File: config.mk
export PLATFORM = sky130hd
export DESIGN_NAME = upper_core_logic
export DESIGN_NICKNAME = d
export VERILOG_FILES = /design/src/design/uncore_pkg.sv /design/src/design/immu.sv /design/src/design/dmmu.sv /design/src/design/multicore_ctrl.sv /design/src/design/upper_core_logic.sv
export SDC_FILE = /design/constraint.sdc
export NUM_CORES = 1
export LEC_CHECK = 0
export BUFFER_PORTS_ARGS = -buffer_cell sky130_fd_sc_hd__buf_2
export CAP_MARGIN = 20
export CORE_MARGIN = 1.5
export CORE_UTILIZATION = 35
export CTS_CLUSTER_DIAMETER = 50
export DETAILED_ROUTE_END_ITERATION = 10
export GPL_TIMING_DRIVEN = 0
export PLACE_DENSITY_LB_ADDON = 0.25
export SETUP_SLACK_MARGIN = 0.15
export SYNTH_ARGS = -nofsm -noshare
export SYNTH_HDL_FRONTEND = slang
export SYNTH_HIERARCHICAL = 1
export SYNTH_SLANG_ARGS = --single-unit
File: constraint.sdc
create_clock -name i_clk -period 3.5 [get_ports i_clk]
set_input_delay 0 -clock i_clk [delete_from_list [all_inputs] [get_ports i_clk]]
set_output_delay 0 -clock i_clk [all_outputs]
set_load 0.01 [all_outputs]
File: src/design/uncore_pkg.sv
package uncore_pkg;

    // ==================================================
    // Widths fixed by the core architecture
    // ==================================================
    localparam int RW          = 16;  // Core register width
    localparam int WB_ADDR_W   = 24;  // Bus address width
    localparam int PAGE_OFS_W  = 12;  // Untranslated offset bits
    localparam int PAGE_IDX_W  = 4;
    localparam int PHYS_PAGE_W = 12;
    localparam int PAGES       = 1 << PAGE_IDX_W;  // Page table entries
    localparam int CORES       = 2;
    localparam int DBG_W       = 36;

    // ==================================================
    // Special-register addresses
    // ==================================================
    typedef enum logic [RW-1:0] {
        SREG_IMMU_MAP    = 16'h0003,  // data[15:12] index, data[11:0] page
        SREG_DMMU_MAP    = 16'h0004,
        SREG_DMMU_CACHE  = 16'h0005,  // Bit n marks data page n cacheable
        SREG_MCINT_SET   = 16'h0009,
        SREG_MCINT_RESET = 16'h000A,
        SREG_MCDISABLE   = 16'h000B   // Core 0 only
    } sreg_addr_e;

    // ==================================================
    // Bus structs
    // ==================================================
    typedef struct packed {
        sreg_addr_e    addr;
        logic [RW-1:0] data;
        logic          we;
    } sr_bus_t;

    typedef struct packed {
        logic instr_page;
        logic data_page;
    } core_page_ctl_t;

endpackage

File: src/design/immu.sv
module immu import uncore_pkg::*; (
    input  logic                 i_clk,
    input  logic                 i_rst,
    input  logic [RW-1:0]        i_addr,
    input  sr_bus_t              i_sr,
    input  logic                 i_page_en,
    output logic [WB_ADDR_W-1:0] o_addr
);

    logic [PHYS_PAGE_W-1:0] page_tbl [PAGES];

    logic                   map_we;
    logic [PAGE_IDX_W-1:0]  map_idx;
    logic [PHYS_PAGE_W-1:0] map_page;
    logic [PAGE_IDX_W-1:0]  cur_idx;

    // ==================================================
    // Page table writes
    // ==================================================
    assign map_we   = i_sr.we && (i_sr.addr == SREG_IMMU_MAP);
    assign map_idx  = i_sr.data[RW-1 -: PAGE_IDX_W];
    assign map_page = i_sr.data[PHYS_PAGE_W-1:0];

    always_ff @(posedge i_clk) begin
        if (i_rst) begin
            for (int i = 0; i < PAGES; i++) begin
                page_tbl[i] <= '0;
            end
        end else if (map_we) begin
            page_tbl[map_idx] <= map_page;  // Visible from next cycle
        end
    end

    // ==================================================
    // Translation
    // ==================================================
    assign cur_idx = i_addr[RW-1 -: PAGE_IDX_W];

    always_comb begin
        if (i_page_en) begin
            o_addr = {page_tbl[cur_idx], i_addr[PAGE_OFS_W-1:0]};
        end else begin
            o_addr = {{(WB_ADDR_W-RW){1'b0}}, i_addr};  // Flat mapping
        end
    end

endmodule

File: src/design/dmmu.sv
module dmmu import uncore_pkg::*; (
    input  logic                 i_clk,
    input  logic                 i_rst,
    input  logic [RW-1:0]        i_addr,
    input  sr_bus_t              i_sr,
    input  logic                 i_page_en,
    output logic [WB_ADDR_W-1:0] o_addr,
    output logic                 o_cacheable
);

    logic [PHYS_PAGE_W-1:0] page_tbl [PAGES];
    logic [PAGES-1:0]       cache_mask;

    logic                   map_we;
    logic                   mask_we;
    logic [PAGE_IDX_W-1:0]  map_idx;
    logic [PHYS_PAGE_W-1:0] map_page;
    logic [PAGE_IDX_W-1:0]  cur_idx;

    // ==================================================
    // Special-register decode
    // ==================================================
    assign map_we   = i_sr.we && (i_sr.addr == SREG_DMMU_MAP);
    assign mask_we  = i_sr.we && (i_sr.addr == SREG_DMMU_CACHE);
    assign map_idx  = i_sr.data[RW-1 -: PAGE_IDX_W];
    assign map_page = i_sr.data[PHYS_PAGE_W-1:0];

    always_ff @(posedge i_clk) begin
        if (i_rst) begin
            for (int i = 0; i < PAGES; i++) begin
                page_tbl[i] <= '0;
            end
        end else if (map_we) begin
            page_tbl[map_idx] <= map_page;
        end
    end

    always_ff @(posedge i_clk) begin
        if (i_rst) begin
            cache_mask <= '0;  // Nothing cacheable out of reset
        end else if (mask_we) begin
            cache_mask <= i_sr.data[PAGES-1:0];
        end
    end

    // ==================================================
    // Translation and cacheable flag
    // ==================================================
    assign cur_idx = i_addr[RW-1 -: PAGE_IDX_W];

    always_comb begin
        if (i_page_en) begin
            o_addr      = {page_tbl[cur_idx], i_addr[PAGE_OFS_W-1:0]};
            o_cacheable = cache_mask[cur_idx];
        end else begin
            o_addr      = {{(WB_ADDR_W-RW){1'b0}}, i_addr};
            o_cacheable = 1'b0;  // Unpaged accesses bypass the cache
        end
    end

endmodule

File: src/design/multicore_ctrl.sv
module multicore_ctrl import uncore_pkg::*; (
    input  logic             i_clk,
    input  logic             i_rst,
    input  sr_bus_t          i_sr0,
    input  sr_bus_t          i_sr1,
    input  logic [DBG_W-1:0] i_c0_dbg,
    input  logic [DBG_W-1:0] i_c1_dbg,
    input  logic             i_dbg_sel,
    input  logic             i_irq,
    output logic [RW-1:0]    o_sr0_rdata,
    output logic [RW-1:0]    o_sr1_rdata,
    output logic             o_c0_core_int,
    output logic             o_c1_core_int,
    output logic             o_c1_disable,
    output logic [DBG_W-1:0] o_dbg_out,
    output logic             o_irq0
);

    sr_bus_t          sr [CORES];
    logic [CORES-1:0] irq_set;
    logic [CORES-1:0] irq_clr;
    logic [CORES-1:0] irq_state;
    logic [CORES-1:0] irq_next;
    logic             c1_hold;
    logic             hold_we;

    assign sr[0] = i_sr0;
    assign sr[1] = i_sr1;

    // ==================================================
    // Inter-core interrupt register
    // ==================================================
    always_comb begin
        for (int c = 0; c < CORES; c++) begin
            irq_set[c] = sr[c].we && (sr[c].addr == SREG_MCINT_SET);
            irq_clr[c] = sr[c].we && (sr[c].addr == SREG_MCINT_RESET);
        end
    end

    // Clears first in core order, then sets, so a set wins
    always_comb begin
        irq_next = irq_state;
        for (int c = 0; c < CORES; c++) begin
            if (irq_clr[c]) begin
                irq_next = irq_next & ~sr[c].data[CORES-1:0];
            end
        end
        for (int c = 0; c < CORES; c++) begin
            if (irq_set[c]) begin
                irq_next = irq_next | sr[c].data[CORES-1:0];
            end
        end
    end

    always_ff @(posedge i_clk) begin
        if (i_rst) begin
            irq_state <= '0;
        end else begin
            irq_state <= irq_next;
        end
    end

    assign o_c0_core_int = irq_state[0];
    assign o_c1_core_int = irq_state[1];
    assign o_sr0_rdata   = {{(RW-CORES){1'b0}}, irq_state};
    assign o_sr1_rdata   = {{(RW-CORES){1'b0}}, irq_state};

    // ==================================================
    // Core-1 hold, debug select, interrupt routing
    // ==================================================
    assign hold_we = i_sr0.we && (i_sr0.addr == SREG_MCDISABLE);  // Core 0 only

    always_ff @(posedge i_clk) begin
        if (i_rst) begin
            c1_hold <= 1'b1;  // Core 1 waits for release
        end else if (hold_we) begin
            c1_hold <= i_sr0.data[1];
        end
    end

    assign o_c1_disable = c1_hold;
    assign o_dbg_out    = i_dbg_sel ? i_c1_dbg : i_c0_dbg;
    assign o_irq0       = i_irq;

endmodule

File: src/design/upper_core_logic.sv
module upper_core_logic import uncore_pkg::*; (
    input  logic                 i_clk,
    input  logic                 i_rst,
    input  logic [RW-1:0]        i_fetch0_addr,
    input  logic [RW-1:0]        i_data0_addr,
    input  logic [RW-1:0]        i_fetch1_addr,
    input  logic [RW-1:0]        i_data1_addr,
    input  sr_bus_t              i_sr0,
    input  sr_bus_t              i_sr1,
    input  core_page_ctl_t       i_pg0,
    input  core_page_ctl_t       i_pg1,
    input  logic [DBG_W-1:0]     i_c0_dbg,
    input  logic [DBG_W-1:0]     i_c1_dbg,
    input  logic                 i_dbg_sel,
    input  logic                 i_irq,
    output logic [WB_ADDR_W-1:0] o_fetch0_addr_paged,
    output logic [WB_ADDR_W-1:0] o_data0_addr_paged,
    output logic [WB_ADDR_W-1:0] o_fetch1_addr_paged,
    output logic [WB_ADDR_W-1:0] o_data1_addr_paged,
    output logic                 o_data0_cacheable,
    output logic                 o_data1_cacheable,
    output logic [RW-1:0]        o_sr0_rdata,
    output logic [RW-1:0]        o_sr1_rdata,
    output logic                 o_c0_core_int,
    output logic                 o_c1_core_int,
    output logic                 o_c1_disable,
    output logic [DBG_W-1:0]     o_dbg_out,
    output logic                 o_irq0
);

    // ==================================================
    // Core 0 MMUs
    // ==================================================
    immu i_mmu_0 (
        .i_clk     (i_clk),
        .i_rst     (i_rst),
        .i_addr    (i_fetch0_addr),
        .i_sr      (i_sr0),
        .i_page_en (i_pg0.instr_page),
        .o_addr    (o_fetch0_addr_paged)
    );

    dmmu d_mmu_0 (
        .i_clk       (i_clk),
        .i_rst       (i_rst),
        .i_addr      (i_data0_addr),
        .i_sr        (i_sr0),
        .i_page_en   (i_pg0.data_page),
        .o_addr      (o_data0_addr_paged),
        .o_cacheable (o_data0_cacheable)
    );

    // ==================================================
    // Core 1 MMUs
    // ==================================================
    immu i_mmu_1 (
        .i_clk     (i_clk),
        .i_rst     (i_rst),
        .i_addr    (i_fetch1_addr),
        .i_sr      (i_sr1),
        .i_page_en (i_pg1.instr_page),
        .o_addr    (o_fetch1_addr_paged)
    );

    dmmu d_mmu_1 (
        .i_clk       (i_clk),
        .i_rst       (i_rst),
        .i_addr      (i_data1_addr),
        .i_sr        (i_sr1),
        .i_page_en   (i_pg1.data_page),
        .o_addr      (o_data1_addr_paged),
        .o_cacheable (o_data1_cacheable)
    );

    // Shared inter-core control
    multicore_ctrl mc_ctrl (
        .i_clk         (i_clk),
        .i_rst         (i_rst),
        .i_sr0         (i_sr0),
        .i_sr1         (i_sr1),
        .i_c0_dbg      (i_c0_dbg),
        .i_c1_dbg      (i_c1_dbg),
        .i_dbg_sel     (i_dbg_sel),
        .i_irq         (i_irq),
        .o_sr0_rdata   (o_sr0_rdata),
        .o_sr1_rdata   (o_sr1_rdata),
        .o_c0_core_int (o_c0_core_int),
        .o_c1_core_int (o_c1_core_int),
        .o_c1_disable  (o_c1_disable),
        .o_dbg_out     (o_dbg_out),
        .o_irq0        (o_irq0)
    );

endmodule

==> summary.md <==
| Metric | Value |
|---|---|
| Outcome | `finished clean` |
| Pwr Total | `23.4 mW` |
| Final period util | `84.5%` |
| Clk_lat worst skew | `0.64 ns` |
| Initial Utilization | `35.4%` |
| Fraction of registers with async set/reset | `0%` |
| Core area | `0.107 mm²` |
| Startpoint types | `input pin` |
| Min Tclk post-route | `2.96 ns` |
| GR Overflow Total | `0` |
| Vias in the first global route | `25,600` |
| Power per cell area | `516 mW/mm²` |
| Flop2flop setup slack | `1.71 ns` |
| Crit path top cell by count | `dlygate4sd3_1` |
| Final WL | `122,000 µm` |
| Antenna Nets Post-Route | `0` |
| CP Launch Point | `i_sr0[31]` |
| WP data arrival | `3.49 ns` |
| H-tree levels | `3` |
| Placer Congestion | `0.857` |
| Clock Skew | `0 ns` |
| 1st-iter DRT viols | `2,641` |
| Unrepaired setup endpoints after global routing | `false` |
| Final nets | `3,557` |
| Top cell type's share of synthesized area | `60.8%` |
| Peak fanout along the critical path | `3` |
| Yosys warns | `6` |
| Post-Route Setup TNS | `0 ns` |
| First-pass GRT wire length | `174,000 µm` |
| Largest cells by area after synthesis | `edfxtp_1 (61%), mux4_2 (11%), nor2_1 (7.5%)` |
| Reg-to-Reg Start | `mc_ctrl/irq_state[0]` |
| Row count | `120` |
| DRC | `0` |
| Most frequent cell after synthesis | `edfxtp_1` |
| Worst hold path type | `in2reg` |
| Cell area after synthesis | `0.0379 mm²` |
| CP endpoint | `mc_ctrl/irq_state[1]` |
| Slowest cell on crit path | `dlygate4sd3_1` |
| Port bufs | `287` |
| Longest Clk Path Bufs | `3` |
| Max-slew violations | `0` |
| Crit path kind | `in2reg` |
| CTS sink cnt | `803` |
| DR vias/cell | `5.37` |
| Worst Path Required | `4.03 ns` |
| Via count | `26,000` |
| GRT Util Overall | `21.6%` |
| Syn Area/Cell | `13.3 µm²` |
| Layout cell share with drive strength beyond 1 | `28.2%` |
| Fill cells | `10,100` |
| Die width | `332 µm` |
| Placed cell count | `4,607` |
| Max Cap Violations | `0` |
| CP Capture Type | `flop` |
| Worst slew pin tran | `0.974 ns` |
| Hold_ws | `0.0572 ns` |
| Max Freq | `338 MHz` |
| Resize count post-CTS | `0` |
| Layout Cells excl Fill | `4,835` |
| Main synth FF type | `edfxtp_1` |
| Leak | `15.4 nW` |
| Peak supply drop | `400 µV` |
| Endpoints failing setup | `0` |
| Fin worst setup slack | `0.541 ns` |
| Hold Vio Cnt, Final | `0` |
| Die Height | `332 µm` |
| CP peak stage delay | `0.60 ns` |
| Post-CTS Repair Setup Buffers | `0` |
| Slew margin rel. | `35.1%` |
| R2R Path End | `mc_ctrl/irq_state[0]` |
| Crit path cell chain | `dlygate4sd3_1 -> buf_2 -> nor4_4 -> dlygate4sd3_1 -> nand4_1 -> dlygate4sd3_1 -> o21ai_0 -> dlygate4sd3_1 -> o22ai_1 -> dlygate4sd3_1` |
| CTS tree | `done` |
| Die ar. | `0.110 mm²` |
| Root cell of the clock tree | `clkbuf_16` |
| Place WS | `0.392 ns` |
| Register bit total from synthesis | `803` |
| Commonest cells in the netlist | `edfxtp_1 (768), nor2_1 (757), nand2_1 (239), mux4_2 (183), mux2i_1 (97)` |
| Syn Inst Count | `2,854` |
| Clock slew at reported path FFs | `0.06 ns` |
| CTS buffer count | `96` |
| Hpwl dp | `83,400 µm` |
| Area grow syn2layout | `19.6%` |
| Largest net degree at the start of global routing | `26` |
| R2R depth | `4` |
| Area leader, netlist | `edfxtp_1` |
| Count of cell types in the netlist | `70` |
| Initial antenna violation count | `20` |
| 1st-pass router iterations | `5` |
| I/O pin count | `380` |
| Number of flops mapped to enable cells by yosys | `768` |
| DR WL/cell | `25.3 µm` |
| Sequential-to-total area share from yosys stat | `62.7%` |
==> metal layers <==
metal / global-route usage (%) / vias to the layer above / routed length [µm]
met4: 7.66 / 12 / 4040
met2: 34.4 / 1238 / 57200
met1: 29.7 / 13100 / 50300
met3: 3.80 / 217 / 10600
met5: 0 / - / 76
li1: - / 11400 / -
==> sequential cells by signal, indices dropped and copies added (netlist names) <==
signal                count
d_mmu_0/cache_mask       16
d_mmu_0/page_tbl        192
d_mmu_1/cache_mask       16
d_mmu_1/page_tbl        192
i_mmu_0/page_tbl        192
i_mmu_1/page_tbl        192
mc_ctrl/irq_state         2
mc_ctrl/o_c1_disable      1
==> final cells by class <==
cell class                 count  area, µm²  area share, %
sequential                   803      23800           52.4
multi-input combinational   1787      12600           27.8
clock inverter                59        673           1.49
antenna                        4       10.0         0.0221
timing repair buffer         368       2250           4.96
tap                         1403       1760           3.87
buffer                       281       1690           3.72
inverter                      10       37.5         0.0828
clock buffer                 120       2540           5.61
==> cell families after synthesis <==
family / after synthesis / share of synthesized area (%)
and+or+nand+nor: 1202 / 14.0
muxes: 331 / 14.9
DFF: 803 / 62.7
buffers and inverters: 291 / 4.55
other: 1 / 0.00989
AOI/OAI and AO/OA: 226 / 3.81
==> how the worst min path moves through the flow <==
stage,end,cells after the start,slack (ns),start
5_1_grt,d_mmu_1/cache_mask[12],4,0.09,i_sr1[17]
2_1_floorplan,o_data0_addr_paged[0],1,0.09,i_data0_addr[0]
3_5_place_dp,o_data1_addr_paged[5],2,0.18,i_data1_addr[5]
6_report,d_mmu_1/cache_mask[5],4,0.06,i_sr1[17]
4_1_cts,d_mmu_1/cache_mask[8],4,0.03,i_sr1[17]
3_3_place_gp,o_data0_addr_paged[8],2,0.18,i_data0_addr[8]
==> placed cells by master, fill, tap and decap left out, types with 10 or more instances in the layout <==
master,count
a21o_1,11
a21oi_1,33
a31oi_1,11
and3_1,14
buf_1,20
buf_2,370
buf_4,106
buf_6,45
bufinv_16,12
clkbuf_1,81
clkbuf_16,97
clkinv_1,17
clkinv_2,11
conb_1,28
dfxtp_1,35
dlygate4sd3_1,44
edfxtp_1,768
inv_6,10
mux2_2,51
mux2i_1,97
mux4_2,183
nand2_1,239
nand2b_1,24
nand3_1,41
nor2_1,757
nor2_4,12
nor2b_1,33
o21ai_0,44
o21ai_2,12
o21bai_1,26
o22ai_1,33
==> worst max-delay path: cells and delay by family <==
kind | cells | cell delay, ns
and+or+nand+nor | 2 | 0.23
buffers and inverters | 6 | 3.04
AOI/OAI and AO/OA | 2 | 0.21
==> power breakdown <==
| part | internal (mW) | switching, mW |
|---|---|---|
| registers | 11.0 | 0.125 |
| clock network | 6.08 | 4.07 |
| logic | 0.846 | 1.33 |
==> through the flow <==
step,instance area [µm²],utilization [%]
after floorplan,38000,-
after global placement,41200,38.4
after detailed placement,41600,38.8
after CTS,45300,42.3
after global routing,45300,42.3
final,45300,42.3
==> what timing repair did <==
item / in CTS / in global routing
setup endpoints to repair: 0 / 0
hold endpoints to repair: 258 / 0
hold buffers: 44 / 0
No activity file was read; power rests on OpenSTA's default activity.
